## config.mk

```make
export PLATFORM = sky130hd
export DESIGN_NAME = mips_pipe_top
export DESIGN_NICKNAME = d
export VERILOG_FILES = /design/src/logic/mips_pipe_pkg.sv /design/src/logic/decode_stage.sv /design/src/logic/exec_stage.sv /design/src/logic/fetch_stage.sv /design/src/logic/hazard_unit.sv /design/src/logic/mem_wb_stage.sv /design/src/logic/mips_pipe_top.sv /design/src/logic/reg_file.sv
export VERILOG_INCLUDE_DIRS = /design/src /design/src/logic
export SDC_FILE = /design/constraint.sdc
export NUM_CORES = 2
export LEC_CHECK = 0
export BUFFER_PORTS_ARGS = -buffer_cell sky130_fd_sc_hd__buf_2
export CORE_MARGIN = 2
export CORE_UTILIZATION = 40
export DETAILED_ROUTE_END_ITERATION = 8
export PLACE_DENSITY = 0.67
export REMOVE_ABC_BUFFERS = 1
export SETUP_SLACK_MARGIN = 0.2
export SLEW_MARGIN = 40
export SYNTH_ARGS = -nofsm -noshare
export SYNTH_HDL_FRONTEND = slang
export SYNTH_HIERARCHICAL = 1
export SYNTH_SLANG_ARGS = --single-unit
export TNS_END_PERCENT = 1
```

## constraint.sdc

```tcl
create_clock -name clk_i -period 8.55 [get_ports clk_i]
set_clock_uncertainty 0.1 [all_clocks]
set_input_delay 0.855 -clock clk_i [delete_from_list [all_inputs] [get_ports clk_i]]
set_output_delay 0.855 -clock clk_i [all_outputs]
set_load 0.005 [all_outputs]
```

## src/logic/mips_pipe_settings.svh

```systemverilog
`ifndef MIPS_PIPE_SETTINGS_SVH
`define MIPS_PIPE_SETTINGS_SVH

// Datapath and register file widths
`define MIPS_XLEN       32
`define MIPS_RADDR_W    5
`define MIPS_RESET_PC   32'h0000_0000

// Opcodes of the supported instructions
`define MIPS_OP_RTYPE   6'b000000
`define MIPS_OP_LW      6'b100011
`define MIPS_OP_SW      6'b101011
`define MIPS_OP_ADDI    6'b001000

// R-type function codes
`define MIPS_FN_ADD     6'b100000
`define MIPS_FN_SUB     6'b100010
`define MIPS_FN_AND     6'b100100
`define MIPS_FN_OR      6'b100101
`define MIPS_FN_SLT     6'b101010

// ALU operation select, classic MIPS encoding
`define MIPS_ALU_AND    3'b000
`define MIPS_ALU_OR     3'b001
`define MIPS_ALU_ADD    3'b010
`define MIPS_ALU_SUB    3'b110
`define MIPS_ALU_SLT    3'b111

// Execute operand source
`define MIPS_FWD_REG    2'b00
`define MIPS_FWD_WB     2'b01
`define MIPS_FWD_MEM    2'b10

`endif

```

## src/logic/mips_pipe_pkg.sv

```systemverilog
`include "mips_pipe_settings.svh"

package mips_pipe_pkg;

    // Data word, also used for addresses and the PC
    typedef logic [`MIPS_XLEN-1:0] word_t;

    // Raw instruction as fetched
    typedef logic [31:0] instr_t;

    // Register number, 32 architectural registers
    typedef logic [`MIPS_RADDR_W-1:0] reg_addr_t;

    // Instruction fields
    typedef logic [5:0] opcode_t;
    typedef logic [5:0] funct_t;

    // ALU operation select
    typedef logic [2:0] alu_ctrl_t;

    // Operand source for execute:
    // register value, memory-stage result or writeback result
    typedef logic [1:0] fwd_sel_t;

endpackage

```

## src/logic/decode_stage.sv

```systemverilog
`timescale 1ns/1ps

`include "mips_pipe_settings.svh"

module decode_stage import mips_pipe_pkg::*;
(
    input  logic      clk_i,
    input  logic      rst_n_i,
    input  instr_t    instr_i,
    input  logic      bubble_i,
    input  reg_addr_t wb_addr_i,
    input  word_t     wb_data_i,
    input  logic      wb_we_i,
    output reg_addr_t rs_d_o,
    output reg_addr_t rt_d_o,
    output reg_addr_t rs_e_o,
    output reg_addr_t rt_e_o,
    output reg_addr_t dst_e_o,
    output word_t     rd1_e_o,
    output word_t     rd2_e_o,
    output word_t     imm_e_o,
    output alu_ctrl_t alu_ctrl_e_o,
    output logic      use_imm_e_o,
    output logic      reg_we_e_o,
    output logic      mem_to_reg_e_o,
    output logic      mem_we_e_o
);

    opcode_t   op;
    funct_t    fn;
    reg_addr_t rd;
    word_t     rd1;
    word_t     rd2;
    word_t     imm;
    alu_ctrl_t alu_ctrl;
    logic      use_imm;
    logic      reg_we;
    logic      mem_to_reg;
    logic      mem_we;
    logic      dst_is_rd;

    // Field split
    assign op     = instr_i[31:26];
    assign rs_d_o = instr_i[25:21];
    assign rt_d_o = instr_i[20:16];
    assign rd     = instr_i[15:11];
    assign fn     = instr_i[5:0];
    assign imm    = {{(`MIPS_XLEN-16){instr_i[15]}}, instr_i[15:0]};

    reg_file u_rf (
        .clk_i (clk_i),
        .ra1_i (rs_d_o),
        .ra2_i (rt_d_o),
        .rd1_o (rd1),
        .rd2_o (rd2),
        .wa_i  (wb_addr_i),
        .wd_i  (wb_data_i),
        .we_i  (wb_we_i)
    );

    // Main decoder
    // Anything unrecognised falls through with no write enables
    always_comb
    begin
        alu_ctrl   = `MIPS_ALU_ADD;
        use_imm    = 1'b0;
        reg_we     = 1'b0;
        mem_to_reg = 1'b0;
        mem_we     = 1'b0;
        dst_is_rd  = 1'b0;
        case (op)
            `MIPS_OP_RTYPE:
            begin
                dst_is_rd = 1'b1;
                reg_we    = 1'b1;
                case (fn)
                    `MIPS_FN_ADD: alu_ctrl = `MIPS_ALU_ADD;
                    `MIPS_FN_SUB: alu_ctrl = `MIPS_ALU_SUB;
                    `MIPS_FN_AND: alu_ctrl = `MIPS_ALU_AND;
                    `MIPS_FN_OR:  alu_ctrl = `MIPS_ALU_OR;
                    `MIPS_FN_SLT: alu_ctrl = `MIPS_ALU_SLT;
                    // Shifts and others are dropped
                    default:      reg_we   = 1'b0;
                endcase
            end
            `MIPS_OP_LW:
            begin
                use_imm    = 1'b1;
                reg_we     = 1'b1;
                mem_to_reg = 1'b1;
            end
            `MIPS_OP_SW:
            begin
                use_imm = 1'b1;
                mem_we  = 1'b1;
            end
            `MIPS_OP_ADDI:
            begin
                use_imm = 1'b1;
                reg_we  = 1'b1;
            end
            default:
            begin
                reg_we = 1'b0;
            end
        endcase
    end

    // Decode-to-execute control, bubble kills write enables only
    always_ff @(posedge clk_i)
    begin
        if (!rst_n_i || bubble_i)
        begin
            reg_we_e_o     <= 1'b0;
            mem_to_reg_e_o <= 1'b0;
            mem_we_e_o     <= 1'b0;
        end
        else
        begin
            reg_we_e_o     <= reg_we;
            mem_to_reg_e_o <= mem_to_reg;
            mem_we_e_o     <= mem_we;
        end
    end

    // Decode-to-execute payload
    always_ff @(posedge clk_i)
    begin
        rs_e_o       <= rs_d_o;
        rt_e_o       <= rt_d_o;
        dst_e_o      <= dst_is_rd ? rd : rt_d_o;
        rd1_e_o      <= rd1;
        rd2_e_o      <= rd2;
        imm_e_o      <= imm;
        alu_ctrl_e_o <= alu_ctrl;
        use_imm_e_o  <= use_imm;
    end

endmodule

```

## src/logic/exec_stage.sv

```systemverilog
`timescale 1ns/1ps

`include "mips_pipe_settings.svh"

module exec_stage import mips_pipe_pkg::*;
(
    input  logic      clk_i,
    input  logic      rst_n_i,
    input  word_t     rd1_i,
    input  word_t     rd2_i,
    input  word_t     imm_i,
    input  reg_addr_t dst_i,
    input  alu_ctrl_t alu_ctrl_i,
    input  logic      use_imm_i,
    input  logic      reg_we_i,
    input  logic      mem_to_reg_i,
    input  logic      mem_we_i,
    input  fwd_sel_t  fwd_a_i,
    input  fwd_sel_t  fwd_b_i,
    input  word_t     wb_data_i,
    output word_t     alu_m_o,
    output word_t     wdata_m_o,
    output reg_addr_t dst_m_o,
    output logic      reg_we_m_o,
    output logic      mem_to_reg_m_o,
    output logic      mem_we_m_o
);

    word_t src_a;
    word_t reg_b;
    word_t src_b;
    word_t alu_res;

    // Operand source select
    function automatic word_t fwd_mux(input fwd_sel_t sel, input word_t reg_val,
                                      input word_t mem_val, input word_t wb_val);
        case (sel)
            `MIPS_FWD_MEM: return mem_val;
            `MIPS_FWD_WB:  return wb_val;
            default:       return reg_val;
        endcase
    endfunction

    assign src_a = fwd_mux(fwd_a_i, rd1_i, alu_m_o, wb_data_i);
    assign reg_b = fwd_mux(fwd_b_i, rd2_i, alu_m_o, wb_data_i);
    // Immediate for addi, lw and sw; store data keeps the register
    assign src_b = use_imm_i ? imm_i : reg_b;

    always_comb
    begin
        case (alu_ctrl_i)
            `MIPS_ALU_AND: alu_res = src_a & src_b;
            `MIPS_ALU_OR:  alu_res = src_a | src_b;
            `MIPS_ALU_SUB: alu_res = src_a - src_b;
            `MIPS_ALU_SLT: alu_res = ($signed(src_a) < $signed(src_b)) ? word_t'(1) : '0;
            default:       alu_res = src_a + src_b;
        endcase
    end

    // Execute-to-memory control
    always_ff @(posedge clk_i)
    begin
        if (!rst_n_i)
        begin
            reg_we_m_o     <= 1'b0;
            mem_to_reg_m_o <= 1'b0;
            mem_we_m_o     <= 1'b0;
        end
        else
        begin
            reg_we_m_o     <= reg_we_i;
            mem_to_reg_m_o <= mem_to_reg_i;
            mem_we_m_o     <= mem_we_i;
        end
    end

    // Execute-to-memory payload
    always_ff @(posedge clk_i)
    begin
        alu_m_o   <= alu_res;
        wdata_m_o <= reg_b;
        dst_m_o   <= dst_i;
    end

endmodule

```

## src/logic/fetch_stage.sv

```systemverilog
`timescale 1ns/1ps

`include "mips_pipe_settings.svh"

module fetch_stage import mips_pipe_pkg::*;
(
    input  logic   clk_i,
    input  logic   rst_n_i,
    input  logic   stall_i,
    input  instr_t instr_i,
    output word_t  pc_o,
    output instr_t instr_d_o
);

    word_t pc_q;

    // PC steps by one word, frozen during a load-use stall
    always_ff @(posedge clk_i)
    begin
        if (!rst_n_i)
            pc_q <= `MIPS_RESET_PC;
        else if (!stall_i)
            pc_q <= pc_q + word_t'(4);
    end

    assign pc_o = pc_q;

    // Fetch-to-decode register
    // All-zero word decodes as a no-op, so reset loads it
    always_ff @(posedge clk_i)
    begin
        if (!rst_n_i)
            instr_d_o <= '0;
        else if (!stall_i)
            instr_d_o <= instr_i;
    end

endmodule

```

## src/logic/hazard_unit.sv

```systemverilog
`timescale 1ns/1ps

`include "mips_pipe_settings.svh"

module hazard_unit import mips_pipe_pkg::*;
(
    input  reg_addr_t rs_d_i,
    input  reg_addr_t rt_d_i,
    input  reg_addr_t rs_e_i,
    input  reg_addr_t rt_e_i,
    input  reg_addr_t dst_e_i,
    input  reg_addr_t dst_m_i,
    input  reg_addr_t dst_w_i,
    input  logic      load_e_i,
    input  logic      reg_we_m_i,
    input  logic      reg_we_w_i,
    output logic      stall_o,
    output fwd_sel_t  fwd_a_o,
    output fwd_sel_t  fwd_b_o
);

    // Memory stage is younger, so it wins over writeback
    function automatic fwd_sel_t pick_src(input reg_addr_t src, input reg_addr_t dst_m,
                                          input logic we_m, input reg_addr_t dst_w,
                                          input logic we_w);
        fwd_sel_t sel;
        sel = `MIPS_FWD_REG;
        if (src != '0)
        begin
            if (we_m && (dst_m == src))
                sel = `MIPS_FWD_MEM;
            else if (we_w && (dst_w == src))
                sel = `MIPS_FWD_WB;
        end
        return sel;
    endfunction

    assign fwd_a_o = pick_src(rs_e_i, dst_m_i, reg_we_m_i, dst_w_i, reg_we_w_i);
    assign fwd_b_o = pick_src(rt_e_i, dst_m_i, reg_we_m_i, dst_w_i, reg_we_w_i);

    // Load data only exists after memory, one cycle too late for
    // the instruction right behind it
    assign stall_o = load_e_i && (dst_e_i != '0)
                   && ((dst_e_i == rs_d_i) || (dst_e_i == rt_d_i));

endmodule

```

## src/logic/mem_wb_stage.sv

```systemverilog
`timescale 1ns/1ps

module mem_wb_stage import mips_pipe_pkg::*;
(
    input  logic      clk_i,
    input  logic      rst_n_i,
    input  word_t     alu_i,
    input  word_t     rdata_i,
    input  reg_addr_t dst_i,
    input  logic      reg_we_i,
    input  logic      mem_to_reg_i,
    output word_t     wb_data_o,
    output reg_addr_t wb_addr_o,
    output logic      wb_we_o
);

    word_t alu_w;
    word_t rdata_w;
    logic  mem_to_reg_w;

    always_ff @(posedge clk_i)
    begin
        if (!rst_n_i)
        begin
            wb_we_o      <= 1'b0;
            mem_to_reg_w <= 1'b0;
        end
        else
        begin
            wb_we_o      <= reg_we_i;
            mem_to_reg_w <= mem_to_reg_i;
        end
    end

    always_ff @(posedge clk_i)
    begin
        alu_w     <= alu_i;
        rdata_w   <= rdata_i;
        wb_addr_o <= dst_i;
    end

    // Load data or ALU result
    assign wb_data_o = mem_to_reg_w ? rdata_w : alu_w;

endmodule

```

## src/logic/mips_pipe_top.sv

```systemverilog
`timescale 1ns/1ps

module mips_pipe_top import mips_pipe_pkg::*;
(
    input  logic   clk_i,
    input  logic   rst_n_i,
    input  instr_t instr_i,
    output word_t  pc_o,
    output word_t  dmem_addr_o,
    output word_t  dmem_wdata_o,
    output logic   dmem_we_o,
    input  word_t  dmem_rdata_i
);

    instr_t    instr_d;
    logic      stall;
    reg_addr_t rs_d;
    reg_addr_t rt_d;
    reg_addr_t rs_e;
    reg_addr_t rt_e;
    reg_addr_t dst_e;
    word_t     rd1_e;
    word_t     rd2_e;
    word_t     imm_e;
    alu_ctrl_t alu_ctrl_e;
    logic      use_imm_e;
    logic      reg_we_e;
    logic      mem_to_reg_e;
    logic      mem_we_e;
    fwd_sel_t  fwd_a;
    fwd_sel_t  fwd_b;
    reg_addr_t dst_m;
    logic      reg_we_m;
    logic      mem_to_reg_m;
    word_t     wb_data;
    reg_addr_t wb_addr;
    logic      wb_we;

    fetch_stage u_fetch (
        .clk_i     (clk_i),
        .rst_n_i   (rst_n_i),
        .stall_i   (stall),
        .instr_i   (instr_i),
        .pc_o      (pc_o),
        .instr_d_o (instr_d)
    );

    decode_stage u_decode (
        .clk_i          (clk_i),
        .rst_n_i        (rst_n_i),
        .instr_i        (instr_d),
        .bubble_i       (stall),
        .wb_addr_i      (wb_addr),
        .wb_data_i      (wb_data),
        .wb_we_i        (wb_we),
        .rs_d_o         (rs_d),
        .rt_d_o         (rt_d),
        .rs_e_o         (rs_e),
        .rt_e_o         (rt_e),
        .dst_e_o        (dst_e),
        .rd1_e_o        (rd1_e),
        .rd2_e_o        (rd2_e),
        .imm_e_o        (imm_e),
        .alu_ctrl_e_o   (alu_ctrl_e),
        .use_imm_e_o    (use_imm_e),
        .reg_we_e_o     (reg_we_e),
        .mem_to_reg_e_o (mem_to_reg_e),
        .mem_we_e_o     (mem_we_e)
    );

    // Only lw sets mem_to_reg, so it marks a load in execute
    hazard_unit u_hazard (
        .rs_d_i     (rs_d),
        .rt_d_i     (rt_d),
        .rs_e_i     (rs_e),
        .rt_e_i     (rt_e),
        .dst_e_i    (dst_e),
        .dst_m_i    (dst_m),
        .dst_w_i    (wb_addr),
        .load_e_i   (mem_to_reg_e),
        .reg_we_m_i (reg_we_m),
        .reg_we_w_i (wb_we),
        .stall_o    (stall),
        .fwd_a_o    (fwd_a),
        .fwd_b_o    (fwd_b)
    );

    // Memory-stage registers drive the data port directly
    exec_stage u_exec (
        .clk_i          (clk_i),
        .rst_n_i        (rst_n_i),
        .rd1_i          (rd1_e),
        .rd2_i          (rd2_e),
        .imm_i          (imm_e),
        .dst_i          (dst_e),
        .alu_ctrl_i     (alu_ctrl_e),
        .use_imm_i      (use_imm_e),
        .reg_we_i       (reg_we_e),
        .mem_to_reg_i   (mem_to_reg_e),
        .mem_we_i       (mem_we_e),
        .fwd_a_i        (fwd_a),
        .fwd_b_i        (fwd_b),
        .wb_data_i      (wb_data),
        .alu_m_o        (dmem_addr_o),
        .wdata_m_o      (dmem_wdata_o),
        .dst_m_o        (dst_m),
        .reg_we_m_o     (reg_we_m),
        .mem_to_reg_m_o (mem_to_reg_m),
        .mem_we_m_o     (dmem_we_o)
    );

    mem_wb_stage u_mem_wb (
        .clk_i        (clk_i),
        .rst_n_i      (rst_n_i),
        .alu_i        (dmem_addr_o),
        .rdata_i      (dmem_rdata_i),
        .dst_i        (dst_m),
        .reg_we_i     (reg_we_m),
        .mem_to_reg_i (mem_to_reg_m),
        .wb_data_o    (wb_data),
        .wb_addr_o    (wb_addr),
        .wb_we_o      (wb_we)
    );

endmodule

```

## src/logic/reg_file.sv

```systemverilog
`timescale 1ns/1ps

module reg_file import mips_pipe_pkg::*;
(
    input  logic      clk_i,
    input  reg_addr_t ra1_i,
    input  reg_addr_t ra2_i,
    output word_t     rd1_o,
    output word_t     rd2_o,
    input  reg_addr_t wa_i,
    input  word_t     wd_i,
    input  logic      we_i
);

    word_t regs [2**$bits(reg_addr_t)];

    // Register zero never written
    always_ff @(posedge clk_i)
    begin
        if (we_i && (wa_i != '0))
            regs[wa_i] <= wd_i;
    end

    // Reads see a same-cycle writeback, r0 reads as zero
    always_comb
    begin
        if (ra1_i == '0)
            rd1_o = '0;
        else if (we_i && (wa_i == ra1_i))
            rd1_o = wd_i;
        else
            rd1_o = regs[ra1_i];

        if (ra2_i == '0)
            rd2_o = '0;
        else if (we_i && (wa_i == ra2_i))
            rd2_o = wd_i;
        else
            rd2_o = regs[ra2_i];
    end

endmodule

```

==> summary.md <==
| Metric | Value |
|---|---|
| Outcome | `complete, no violations` |
| Crit path arrival time | `6920 ps` |
| Worst path max stage delay | `about 630 ps` |
| CP bufs+invs | `3` |
| Logic pwr share | `17.8%` |
| DR vias/cell | `6.497` |
| Area of the core | `around 0.16 sq mm` |
| Gpl congestion | `about 0.95` |
| Top post-synthesis cells by area | `edfxtp_1 49%, mux4_2 15%, dfxtp_1 9.7%` |
| Number of port buffers | `160` |
| Family with the most delay on the worst path | `compound AO/OA/AOI/OAI gates` |
| Share of cells above drive strength 1 | `23.77%` |
| Async set-reset flop share out of synthesis | `0%` |
| GR Util All Layers | `between 20% and 30%` |
| Final Hold Fails | `0` |
| Top-area cell type share of the netlist area | `roughly half` |
| Fin crit share | `between 70% and 80%` |
| FILL cells | `13727` |
| Post-synth EDFFs | `slightly above 1000` |
| Overall power | `between 15000 and 20000 uW` |
| Final worst path period need | `about 6300 ps` |
| CTS buffer count | `137` |
| Mean Syn Cell Area | `14.76 sq um` |
| DP HPWL | `between 100 and 150 mm` |
| Slew margin rel. | `a little under two fifths` |
| P per Cell Area | `roughly 250 mW/mm^2` |
| Synth area leader | `edfxtp_1` |
| Worst EP required | `approximately 9100 ps` |
| Max FO, Critical Path | `35` |
| Row Count | `roughly 150` |
| Int Power | `around 12000 uW` |
| Register area | `~0.037 sq mm` |
| Maximum clock frequency | `157.8 MHz` |
| Initial antenna violation count | `11` |
| Net Sw Frac | `slightly below 30%` |
| Die Ht | `between 400 and 500 um` |
| P_leak | `~0.023 uW` |
| First-pass GRT wire length | `301.4 mm` |
| Clock slew seen by the registers of the worst setup and hold paths | `around 70 ps` |
| Pin count of the biggest net entering global routing | `slightly above 80` |
| I/O Pins | `~160` |
| Clock Sinks | `around 1300` |
| CTS max path bufs | `3` |
| Routed Antenna Nets | `0` |
| P_sw | `approximately 5000 uW` |
| Die X | `401.8 um` |
| CTS resizes | `0` |
| Post-synth cell types | `100` |
| Grt total ovfl | `0` |
| Initial Utilization | `roughly 40%` |
| Commonest non-fill, non-tap cell in the layout | `edfxtp_1` |
| Part of the power in registers | `47.9%` |
| Synth Warn # | `6` |
| Final setup vio count | `0` |
| Post-Synthesis Cells | `4288` |
| Synthesized area | `around 0.063 sq mm` |
| Final max-slew violation count | `0` |
| Setup crit end kind | `flop` |
| Routed WL | `213.9 mm` |
| Die area | `~0.16 sq mm` |
| Vias | `about 43000` |
| Vias in the first global route | `around 41000` |
| Design area | `~0.071 sq mm` |
| Hold Crit Class | `in -> reg` |
| DP Area | `about 0.066 sq mm` |
| H-tree Lvls | `4` |
| Final nets | `around 4600` |
| First-pass iteration count of the detailed router | `6` |
| Clock power share | `34.3%` |
| Commonest cells after routing, fill and taps aside | `1024 x edfxtp_1, 417 x mux4_2, 295 x dfxtp_1` |
| Worst path cell trace | `xnor2_1 > nand2_1 > nor4b_2 > inv_1 > ha_4 > buf_4 > a21oi_1 > o21ai_0 > inv_1 > fa_1 > nor2b_1 > o211ai_1 > a211oi_1 > o2111ai_1 > a21oi_1 > o2111ai_1 > a41oi_1 > nand4b_1 > a32o_1` |
| Area grow syn2layout | `12.18%` |
| Slowest-stage cell, CP | `dfxtp_1` |
| Max-cap violations | `0` |
| Sequential element share of the synthesized area | `about three fifths` |
| Initial DRC count | `roughly 7000` |
| RSZ-0062 raised after global routing | `no` |
| Max VDD drop | `between 0.2 and 0.25 mV` |
| Ys flop type | `edfxtp_1` |
| Avg WL per Cell | `about 33 um` |
| Setup Crit Path Kind | `reg -> reg` |
| CTS Root Cell | `clkbuf_16` |
| Multi-input gate area | `about 0.025 sq mm` |
| Skew-Pair Late Insertion Delay | `800 ps` |
| Post-CTS Setup Inserts | `0` |
| Worst Tran Pin Value | `slightly above 900 ps` |
| #FFs+latches synth | `about 1300` |
| Hold buffers post-CTS | `0` |
| CTS tree | `yes` |
| Crit start category | `flop` |
| Drt drc | `0` |
==> synth_stat cells, types with 30 or more instances <==
library cell and instances:
a22o_1 48, a21oi_1 183, inv_1 148, xnor2_1 35
buf_2 62, nor2_1 224, dfxtp_1 307, mux2_4 30
mux2i_1 247, clkbuf_1 154, o221ai_1 35, mux2_2 37
edfxtp_1 1024, a221oi_1 36, nor2b_1 32, nand2_1 194
nand3_1 33, a22oi_1 152, buf_4 66, o21ai_0 161
o22ai_1 73, mux4_2 417, ha_1 101
==> cell type report <==
type	count	share of cell area [%]
clock inverters	55	0.8934
multi-input cells	2506	34.63
diodes	3	0.01057
inverters	150	0.7930
well taps	2058	3.627
clock buffers	196	5.424
repair buffers	272	2.606
flip-flops and latches	1331	52.01
==> state kept, by name (all words and copies together), names as in the netlist, 3 cells and up <==
| register | flops |
|---|---|
| u_decode/alu_ctrl_e_o | 3 |
| u_mem_wb/rdata_w | 32 |
| u_mem_wb/wb_addr_o | 5 |
| u_exec/wdata_m_o | 32 |
| u_mem_wb/alu_w | 32 |
| u_fetch/instr_d_o | 32 |
| u_fetch/pc_o | 30 |
| u_decode/rd2_e_o | 32 |
| u_exec/alu_m_o | 32 |
| u_decode/rs_e_o | 5 |
| u_decode/rd1_e_o | 32 |
| u_decode/imm_e_o | 16 |
| u_decode/dst_e_o | 5 |
| u_decode/u_rf/regs | 1024 |
| u_exec/dst_m_o | 5 |
| u_decode/rt_e_o | 5 |
==> power by group through the flow <==
stage | registers, uW | logic, uW | clock network, uW
floorplan | 8380 | 2010 | 0
global placement | 8530 | 2990 | 0
detailed placement | 8530 | 3030 | 0
CTS | 8400 | 3040 | 6080
global route | 8430 | 3330 | 6340
finish | 8420 | 3130 | 6030
==> path summary, 6_finish.rpt <==
kind                          from              endpoint  slack (ps)  cells past startpoint
max          u_mem_wb/wb_addr_o[2]    u_exec/alu_m_o[28]        2210                     19
min               dmem_rdata_i[19]  u_mem_wb/rdata_w[19]          50                      1
max reg2reg  u_mem_wb/wb_addr_o[2]    u_exec/alu_m_o[28]        2210                     19
min reg2reg   u_fetch/instr_d_o[6]   u_decode/imm_e_o[6]         250                      0
==> stage by stage <==
stage	instances	util [%]	hold slack [ps]	setup TNS (ps)	setup slack, ps
6_report	6571	45.30	47.92	0	2213
5_1_grt	6569	45.29	41.20	0	1808
4_1_cts	6565	45.22	7.218	0	2212
3_5_place_dp	6314	42.35	241.7	0	2250
3_3_place_gp	6305	42.24	239.8	0	2401
2_1_floorplan	3987	-	230.5	-748730	-6976
==> cells by family after synthesis <==
family                   Yosys count  share of synthesized area [%]
buffers and inverters            483                          3.724
AND/OR/NAND/NOR                  664                          5.084
AO/OA/AOI/OAI                    921                          9.979
other                              2                        0.01187
adder cells (fa/ha/maj)          103                          2.060
XOR/XNOR                          53                         0.7334
flip-flops                      1331                          58.29
multiplexers                     731                          20.11
==> metal layers <==
layer / track usage, % / up-vias / share of wire, %
li1: - / 17301 / -
met4: 11.15 / 4 / 4.5
met3: 5.787 / 537 / 12
met1: 36.08 / 21833 / 39
met5: 0 / - / 0.011
met2: 39.04 / 3014 / 45
Power figures use the tool's default switching activity.
